## config.mk

```make
export PLATFORM = sky130hd
export DESIGN_NAME = btb_top
export DESIGN_NICKNAME = d
export VERILOG_FILES = /design/src/design/btb_pkg.sv /design/src/design/btb_top.sv /design/src/design/predict_result.sv /design/src/design/counter_update.sv /design/src/design/btb_store.sv /design/src/design/branch_decode.sv
export SDC_FILE = /design/constraint.sdc
export NUM_CORES = 2
export LEC_CHECK = 0
export ABC_AREA = 1
export BUFFER_PORTS_ARGS = -buffer_cell sky130_fd_sc_hd__buf_2
export CAP_MARGIN = 20
export CORE_MARGIN = 1.5
export CORE_UTILIZATION = 68
export CTS_BUF_LIST = sky130_fd_sc_hd__clkbuf_4 sky130_fd_sc_hd__clkbuf_8
export CTS_CLUSTER_SIZE = 10
export DETAILED_ROUTE_END_ITERATION = 10
export PLACE_DENSITY_LB_ADDON = 0.1
export SYNTH_ARGS = -nofsm -noshare
export SYNTH_HDL_FRONTEND = slang
export SYNTH_SLANG_ARGS = --single-unit
```

## constraint.sdc

```tcl
create_clock -name clk -period 13.95 [get_ports clk]
set_input_delay 0.6975 -clock clk [delete_from_list [all_inputs] [get_ports clk]]
set_output_delay 0.6975 -clock clk [all_outputs]
set_load 0.05 [all_outputs]
```

## src/design/btb_pkg.sv

```systemverilog
package btb_pkg;

    localparam int addr_w  = 32;
    localparam int lines   = 16;
    localparam int index_w = $clog2(lines);         // 4 for 16 lines
    localparam int tag_w   = addr_w - index_w - 2;  // bits 1:0 are word alignment

    typedef logic [addr_w-1:0]  word_t;
    typedef logic [index_w-1:0] index_t;
    typedef logic [tag_w-1:0]   tag_t;
    typedef logic [1:0]         ctr_t;

    // 2-bit saturating prediction counter
    localparam ctr_t ctr_strong_nt = 2'd0;
    localparam ctr_t ctr_weak_nt   = 2'd1;
    localparam ctr_t ctr_weak_t    = 2'd2;
    localparam ctr_t ctr_strong_t  = 2'd3;

    // register byte offsets on the 5-bit bus address
    localparam logic [4:0] reg_res_pc     = 5'h00;  // write only
    localparam logic [4:0] reg_res_target = 5'h04;  // write only
    localparam logic [4:0] reg_res_cmd    = 5'h08;  // bit 0 taken, write starts resolve
    localparam logic [4:0] reg_lookup_pc  = 5'h0C;
    localparam logic [4:0] reg_predict    = 5'h10;  // bit 0 hit, bit 1 taken
    localparam logic [4:0] reg_next_pc    = 5'h14;

endpackage
```

## src/design/btb_top.sv

```systemverilog
`timescale 1ns/1ps

module btb_top (
    input  logic             clk,
    input  logic             reset,
    input  logic             wb_cyc,
    input  logic             wb_stb,
    input  logic             wb_we,
    input  logic [4:0]       wb_adr,
    input  btb_pkg::word_t   wb_dat_w,
    output btb_pkg::word_t   wb_dat_r,
    output logic             wb_ack
);

    btb_pkg::word_t  res_pc;
    btb_pkg::word_t  res_target;
    btb_pkg::word_t  lookup_pc;
    btb_pkg::word_t  rd_data;
    logic            res_taken;
    logic            res_valid;
    logic [4:0]      rd_sel;

    btb_pkg::index_t rd1_index;
    btb_pkg::index_t rd2_index;
    btb_pkg::tag_t   rd1_tag;
    btb_pkg::tag_t   rd2_tag;
    btb_pkg::word_t  rd1_target;
    btb_pkg::word_t  rd2_target;
    btb_pkg::ctr_t   rd1_ctr;
    btb_pkg::ctr_t   rd2_ctr;
    logic            hit1;
    logic            hit2;

    logic            wr_en;
    btb_pkg::index_t wr_index;
    btb_pkg::tag_t   wr_tag;
    btb_pkg::word_t  wr_target;
    btb_pkg::ctr_t   wr_ctr;

    branch_decode u_decode (
        .clk        (clk),
        .reset      (reset),
        .wb_cyc     (wb_cyc),
        .wb_stb     (wb_stb),
        .wb_we      (wb_we),
        .wb_adr     (wb_adr),
        .wb_dat_w   (wb_dat_w),
        .rd_data    (rd_data),
        .wb_dat_r   (wb_dat_r),
        .wb_ack     (wb_ack),
        .res_pc     (res_pc),
        .res_target (res_target),
        .lookup_pc  (lookup_pc),
        .res_taken  (res_taken),
        .res_valid  (res_valid),
        .rd_sel     (rd_sel)
    );

    btb_store u_store (
        .clk        (clk),
        .reset      (reset),
        .wr_en      (wr_en),
        .wr_index   (wr_index),
        .wr_tag     (wr_tag),
        .wr_target  (wr_target),
        .wr_ctr     (wr_ctr),
        .rd1_index  (rd1_index),
        .rd2_index  (rd2_index),
        .rd1_tag    (rd1_tag),
        .rd2_tag    (rd2_tag),
        .rd1_target (rd1_target),
        .rd2_target (rd2_target),
        .rd1_ctr    (rd1_ctr),
        .rd2_ctr    (rd2_ctr),
        .hit1       (hit1),
        .hit2       (hit2)
    );

    counter_update u_execute (
        .res_valid  (res_valid),
        .res_taken  (res_taken),
        .res_pc     (res_pc),
        .res_target (res_target),
        .hit2       (hit2),
        .rd2_target (rd2_target),
        .rd2_ctr    (rd2_ctr),
        .rd2_index  (rd2_index),
        .rd2_tag    (rd2_tag),
        .wr_en      (wr_en),
        .wr_index   (wr_index),
        .wr_tag     (wr_tag),
        .wr_target  (wr_target),
        .wr_ctr     (wr_ctr)
    );

    predict_result u_result (
        .lookup_pc  (lookup_pc),
        .rd_sel     (rd_sel),
        .hit1       (hit1),
        .rd1_target (rd1_target),
        .rd1_ctr    (rd1_ctr),
        .rd1_index  (rd1_index),
        .rd1_tag    (rd1_tag),
        .rd_data    (rd_data)
    );

endmodule

```

## src/design/predict_result.sv

```systemverilog
`timescale 1ns/1ps

module predict_result (
    input  btb_pkg::word_t     lookup_pc,
    input  logic [4:0]         rd_sel,
    input  logic               hit1,
    input  btb_pkg::word_t     rd1_target,
    input  btb_pkg::ctr_t      rd1_ctr,
    output btb_pkg::index_t    rd1_index,
    output btb_pkg::tag_t      rd1_tag,
    output btb_pkg::word_t     rd_data
);

    logic           taken;
    btb_pkg::word_t next_pc;

    assign rd1_index = lookup_pc[btb_pkg::index_w+1:2];
    assign rd1_tag   = lookup_pc[btb_pkg::addr_w-1:btb_pkg::addr_w-btb_pkg::tag_w];

    // weak or strong taken on a hit
    assign taken   = hit1 && (rd1_ctr >= btb_pkg::ctr_weak_t);
    assign next_pc = taken ? rd1_target : lookup_pc + 32'd4;  // fall through

    always_comb begin
        case (rd_sel)
            btb_pkg::reg_predict:   rd_data = {30'd0, taken, hit1};
            btb_pkg::reg_next_pc:   rd_data = next_pc;
            btb_pkg::reg_lookup_pc: rd_data = lookup_pc;
            default:                rd_data = '0;  // write only and unmapped read 0
        endcase
    end

endmodule

```

## src/design/counter_update.sv

```systemverilog
`timescale 1ns/1ps

module counter_update (
    input  logic               res_valid,
    input  logic               res_taken,
    input  btb_pkg::word_t     res_pc,
    input  btb_pkg::word_t     res_target,
    input  logic               hit2,
    input  btb_pkg::word_t     rd2_target,
    input  btb_pkg::ctr_t      rd2_ctr,
    output btb_pkg::index_t    rd2_index,
    output btb_pkg::tag_t      rd2_tag,
    output logic               wr_en,
    output btb_pkg::index_t    wr_index,
    output btb_pkg::tag_t      wr_tag,
    output btb_pkg::word_t     wr_target,
    output btb_pkg::ctr_t      wr_ctr
);

    // pc bits 5:2 index the line, bits 31:6 form the tag
    assign rd2_index = res_pc[btb_pkg::index_w+1:2];
    assign rd2_tag   = res_pc[btb_pkg::addr_w-1:btb_pkg::addr_w-btb_pkg::tag_w];

    assign wr_index = rd2_index;
    assign wr_tag   = rd2_tag;

    always_comb begin
        wr_en     = 1'b0;
        wr_target = rd2_target;
        wr_ctr    = rd2_ctr;
        if (res_valid) begin
            if (hit2) begin
                wr_en = 1'b1;
                if (res_taken) begin
                    wr_target = res_target;      // newest target wins
                    if (rd2_ctr != btb_pkg::ctr_strong_t) begin
                        wr_ctr = rd2_ctr + 2'd1;
                    end
                end else if (rd2_ctr != btb_pkg::ctr_strong_nt) begin
                    wr_ctr = rd2_ctr - 2'd1;
                end
            end else if (res_taken) begin
                // allocate, may evict another tag on this index
                wr_en     = 1'b1;
                wr_target = res_target;
                wr_ctr    = btb_pkg::ctr_weak_t;
            end
            // not-taken miss leaves the table alone
        end
    end

endmodule

```

## src/design/btb_store.sv

```systemverilog
`timescale 1ns/1ps

module btb_store (
    input  logic               clk,
    input  logic               reset,
    input  logic               wr_en,
    input  btb_pkg::index_t    wr_index,
    input  btb_pkg::tag_t      wr_tag,
    input  btb_pkg::word_t     wr_target,
    input  btb_pkg::ctr_t      wr_ctr,
    input  btb_pkg::index_t    rd1_index,
    input  btb_pkg::index_t    rd2_index,
    input  btb_pkg::tag_t      rd1_tag,
    input  btb_pkg::tag_t      rd2_tag,
    output btb_pkg::word_t     rd1_target,
    output btb_pkg::word_t     rd2_target,
    output btb_pkg::ctr_t      rd1_ctr,
    output btb_pkg::ctr_t      rd2_ctr,
    output logic               hit1,
    output logic               hit2
);

    logic [btb_pkg::lines-1:0] valid;
    btb_pkg::tag_t             tag_mem    [btb_pkg::lines];
    btb_pkg::word_t            target_mem [btb_pkg::lines];
    btb_pkg::ctr_t             ctr_mem    [btb_pkg::lines];

    always_ff @(posedge clk or posedge reset) begin
        if (reset) begin
            valid <= '0;               // empty table after reset
        end else if (wr_en) begin
            valid[wr_index] <= 1'b1;
        end
    end

    // line payload
    always_ff @(posedge clk) begin
        if (wr_en) begin
            tag_mem[wr_index]    <= wr_tag;
            target_mem[wr_index] <= wr_target;
            ctr_mem[wr_index]    <= wr_ctr;
        end
    end

    // port 1, lookup side
    assign hit1       = valid[rd1_index] && (tag_mem[rd1_index] == rd1_tag);
    assign rd1_target = hit1 ? target_mem[rd1_index] : '0;
    assign rd1_ctr    = hit1 ? ctr_mem[rd1_index]    : btb_pkg::ctr_strong_nt;

    // port 2, resolve side
    assign hit2       = valid[rd2_index] && (tag_mem[rd2_index] == rd2_tag);
    assign rd2_target = hit2 ? target_mem[rd2_index] : '0;
    assign rd2_ctr    = hit2 ? ctr_mem[rd2_index]    : btb_pkg::ctr_strong_nt;

endmodule

```

## src/design/branch_decode.sv

```systemverilog
`timescale 1ns/1ps

module branch_decode (
    input  logic             clk,
    input  logic             reset,
    input  logic             wb_cyc,
    input  logic             wb_stb,
    input  logic             wb_we,
    input  logic [4:0]       wb_adr,
    input  btb_pkg::word_t   wb_dat_w,
    input  btb_pkg::word_t   rd_data,
    output btb_pkg::word_t   wb_dat_r,
    output logic             wb_ack,
    output btb_pkg::word_t   res_pc,
    output btb_pkg::word_t   res_target,
    output btb_pkg::word_t   lookup_pc,
    output logic             res_taken,
    output logic             res_valid,
    output logic [4:0]       rd_sel
);

    logic accept;
    logic cmd_write;

    // one access at a time, ack low in the accept cycle
    assign accept    = wb_cyc && wb_stb && !wb_ack;
    assign cmd_write = accept && wb_we && (wb_adr == btb_pkg::reg_res_cmd);

    // offset of the access in progress, held by the master until ack
    assign rd_sel = wb_adr;

    always_ff @(posedge clk or posedge reset) begin
        if (reset) begin
            wb_ack    <= 1'b0;
            res_valid <= 1'b0;
        end else begin
            wb_ack    <= accept;     // single-cycle ack, never back to back
            res_valid <= cmd_write;  // resolve strobe lines up with ack
        end
    end

    // register file, loaded at the edge that raises ack
    always_ff @(posedge clk or posedge reset) begin
        if (reset) begin
            res_pc     <= '0;
            res_target <= '0;
            res_taken  <= 1'b0;
            lookup_pc  <= '0;
        end else if (accept && wb_we) begin
            case (wb_adr)
                btb_pkg::reg_res_pc:     res_pc     <= wb_dat_w;
                btb_pkg::reg_res_target: res_target <= wb_dat_w;
                btb_pkg::reg_res_cmd:    res_taken  <= wb_dat_w[0];
                btb_pkg::reg_lookup_pc:  lookup_pc  <= wb_dat_w;
                default: ;               // unmapped or read only, dropped
            endcase
        end
    end

    // read data registered together with ack
    always_ff @(posedge clk or posedge reset) begin
        if (reset) begin
            wb_dat_r <= '0;
        end else if (accept) begin
            wb_dat_r <= wb_we ? '0 : rd_data;
        end
    end

endmodule

```

==> results.cfg <==
[place]
place.port_buffers = 74
dp.final_hpwl_mm = 98.2
gp_congestion = 1.02
place_inst = 6622

[die]
floorplan.die.height_um = 284
floorplan.rows = 103
die_ar_mm2 = 0.0809
floorplan.initialDensity_pct = 68.4
num_io_pins = 75
core_area_mm2 = 0.0787
die-width_um = 284

[timing]
timing_worst_slew_pin_value_ns = 1.19
relSlewSlack_pct = 20.6
max_clock_freq_mhz = 148
tns_ns = 0
final_hold_viol_count = 0
timing.clock.skew_ns = 0.0477
rsz0062_at_grt = false
slew_viol_final = 0
final_min_period_over_clock_period_pct = 48.3
min_period_ns = 6.74
setup_violations = 0

[logic_synthesis]
synth.yosys.warnings = 0
ys_top_cells_by_count = sky130_fd_sc_hd__nand2_1 (1933), sky130_fd_sc_hd__edfxtp_1 (960), sky130_fd_sc_hd__inv_1 (416)
synth.area.top_cells = sky130_fd_sc_hd__edfxtp_1 (54%), sky130_fd_sc_hd__nand2_1 (13%), sky130_fd_sc_hd__dfrtp_1 (6.7%), sky130_fd_sc_hd__o22ai_1 (3.2%), sky130_fd_sc_hd__nand3_1 (3.1%)
synth_top_area_share_pct = 53.5
postSynthRegisterBits = 1105
synth_fp_nets = 5845
synth-async-reset-ratio_pct = 13.1
syn_avg_cell_area_um2 = 9.28
postSynthCellCount = 5802
yosys.cell_count.top_type = sky130_fd_sc_hd__nand2_1
post_synthesis_cell_area_mm2 = 0.0539
synth_ff_type = sky130_fd_sc_hd__edfxtp_1
synth_cell_types = 44
number_of_synthesized_flops_with_an_enable_pin = 960
synth_top_cell_by_area = sky130_fd_sc_hd__edfxtp_1
seq_area_frac_synth_pct = 60.3

[drt]
route.detailed.vias_per_inst = 6.60
drc = 0
ant_nets = 0
post_drt_wl_per_cell_um = 25.2
route.final.wire_length_mm = 175
drt-pass1-iter-count = 7
dr_total_vias = 45871
drt-initial-drc-count = 7713

[layout]
post_route_insts_no_fill = 6951
final_nets = 5798
synthToLayoutAreaGrowth_pct = 8.48
drive_above_1_share_pct = 9.12
count_of_filler_cells_inserted_in_the_layout = 5638

[setup_path]
r2r_cells = 20
timing.setup.critical_path_class = reg2reg
rr_endpoint = u_store.target_mem[2][0]$_DFFE_PP_
worst_setup_path_start_kind = flip-flop
reg2reg_start = u_decode.res_pc[3]$_DFFE_PP0P_
crit_path_start = u_decode.res_pc[3]$_DFFE_PP0P_
endpoint = u_store.target_mem[2][0]$_DFFE_PP_
timing.critical_path.required_ns = 14.41
critPathArrivalTime_ns = 7.20
reg2reg_slack_ns = 7.21
critical_path.cell_chain = inv_2, nor2_4, buf_4, buf_4, a21oi_1, nand2_1, nand2_1, nand2_1, nor2_1, nand2_1, nand2_1, nor2_1, nand2_1, nor2_1, nand2_1, nor2_4, o21ai_4, buf_4, nor2_4, buf_4
critical-path-slowest-cell = sky130_fd_sc_hd__nor2_4
cp_slowest_stage_delay_ns = 0.88
critPathMostFrequentCell = sky130_fd_sc_hd__nand2_1
worstPathMaxFanout = 53
critPathCaptureType = flip-flop

[cts]
clock_path_buffers = 3
postCtsSetupRepairBufs = 0
cts.clk_slew.worst_paths_ns = 0.06
ctsRootBufferMaster = sky130_fd_sc_hd__clkbuf_8
clock_tree_from_tritoncts = done
ctsResizeCount = 0
worst_skew_late_latency_ns = 0.87
number_of_buffers_created_by_cts = 173
cts.htree.levels = 4
cts_num_sinks = 1105

[power_and_ir_drop]
power_frac_clock_pct = 38.8
switching_power_uw = 1930
fin_total_pwr_uw = 7200
cellInternalPower_uw = 5270
total_leakage_power_uw = 0.0229
p_per_area_mw_per_mm2 = 123
power_frac_comb_pct = 10.5
switching_share_pct = 26.8
vdd_ir_max_uv = 114
sequentialPowerShare_pct = 50.8

[grt]
grt_pass1_vias = 43626
first_pass_grt_wire_length_mm = 260
global_route.usage.total_pct = 42.9
grt.overflow.total = 0
grt_antenna_before_repair = 3
largest_net_degree_at_the_start_of_global_routing = 177

[outcome]
run_status = complete, no violations

[run]
max-cap-violations = 0

[worst_hold_path]
worst_hold_path_type = in2reg
-- registers in the layout, summed over array words and instances (netlist names) --
register	flops
u_decode.lookup_pc	32
u_decode.res_pc	30
u_decode.res_taken	1
u_decode.res_target	32
u_decode.res_valid	1
u_decode.wb_ack	1
u_decode.wb_dat_r	32
u_store.ctr_mem	32
u_store.tag_mem	416
u_store.target_mem	512
u_store.valid	16
-- cells by family (layout without fill, tap and decap cells) --
group | Yosys count | in the layout | share of synthesized area, %
AOI/OAI and AO/OA | 1207 | 1207 | 13.6
and+or+nand+nor | 2648 | 2648 | 19.5
other | 0 | 2 | 0
xor gates and xnor gates | 24 | 24 | 0.390
muxes | 1 | 1 | 0.0209
DFF | 1105 | 1105 | 60.3
adders and majority gates | 1 | 1 | 0.0232
buffers and inverters | 816 | 913 | 6.15
-- power by group through the flow --
stage / combinational (uW) / clock (uW) / sequential [uW]
after global placement: 705 / 0 / 3720
after CTS: 722 / 2790 / 3650
after floorplan: 488 / 0 / 3690
final: 753 / 2790 / 3660
after detailed placement: 718 / 0 / 3720
after global routing: 801 / 2930 / 3660
-- through the flow --
stage	hold WS, ns	worst slack (ns)	cell area (um^2)	utilization (%)
4_1_cts	0.0615	7.54	58400	74.1
6_report	0.114	7.21	58400	74.2
3_3_place_gp	0.457	7.72	54800	69.6
3_5_place_dp	0.462	7.58	54800	69.6
5_1_grt	0.115	7.00	58400	74.2
2_1_floorplan	0.433	8.79	53900	-
-- area by class of cell --
cell class	count	area, um^2	share of cell area [%]
Timing Repair Buffer	165	1150	1.96
Sequential cell	1105	32500	55.6
Antenna cell	2	5.00	0.00857
Clock inverter	54	328	0.561
Multi-Input combinational cell	3881	18300	31.3
Tap cell	1050	1310	2.25
Clock buffer	265	3220	5.50
Inverter	429	1640	2.80
-- worst min path at each step --
stage	from	slack (ns)	cells after the start	to
after floorplan	u_store.valid[12]$_DFFE_PP0N_	0.43	2	u_store.valid[12]$_DFFE_PP0N_
after global placement	u_store.valid[10]$_DFFE_PP0N_	0.46	2	u_store.valid[10]$_DFFE_PP0N_
after detailed placement	u_decode.wb_dat_r[16]$_DFFE_PP0P_	0.46	2	u_decode.wb_dat_r[16]$_DFFE_PP0P_
after CTS	wb_adr[2]	0.06	2	u_decode.res_valid$_DFF_PP0_
after global routing	wb_adr[2]	0.11	2	u_decode.res_valid$_DFF_PP0_
final	wb_adr[2]	0.11	2	u_decode.res_valid$_DFF_PP0_
-- layout by cell type, fill, tap and decap left out, types with 47 or more instances in the layout --
cell                       instances
sky130_fd_sc_hd__a21oi_1         313
sky130_fd_sc_hd__a22oi_1          60
sky130_fd_sc_hd__buf_2            74
sky130_fd_sc_hd__buf_4            82
sky130_fd_sc_hd__clkbuf_4         69
sky130_fd_sc_hd__clkbuf_8        196
sky130_fd_sc_hd__dfrtp_1         142
sky130_fd_sc_hd__edfxtp_1        960
sky130_fd_sc_hd__inv_1           411
sky130_fd_sc_hd__nand2_1        1930
sky130_fd_sc_hd__nand3_1         336
sky130_fd_sc_hd__nor2_1          297
sky130_fd_sc_hd__o21ai_0         321
sky130_fd_sc_hd__o21ai_1          47
sky130_fd_sc_hd__o22ai_1         276
-- worst max-delay path, delay by kind of cell (launching register included) --
family                 cells  cell delay [ns]
and+or+nand+nor           13             2.72
buffers and inverters      5             2.69
DFF                        1             0.59
AOI/OAI and AO/OA          2             0.22
-- routing by layer --
layer | routed length (um) | vias up | track usage [%]
met5 | 12 | - | 0
met4 | 9900 | 2 | 24.1
met3 | 26500 | 741 | 12.0
met2 | 77600 | 3913 | 64.8
met1 | 60900 | 21268 | 56.4
li1 | - | 19947 | -
-- repair_timing --
| action | CTS | global route |
|---|---|---|
| endpoints found under the setup margin | 0 | 0 |
| endpoints found under the hold margin | 52 | 0 |
| hold buffers | 1 | 0 |
No activity file was read; power rests on OpenSTA's default activity.
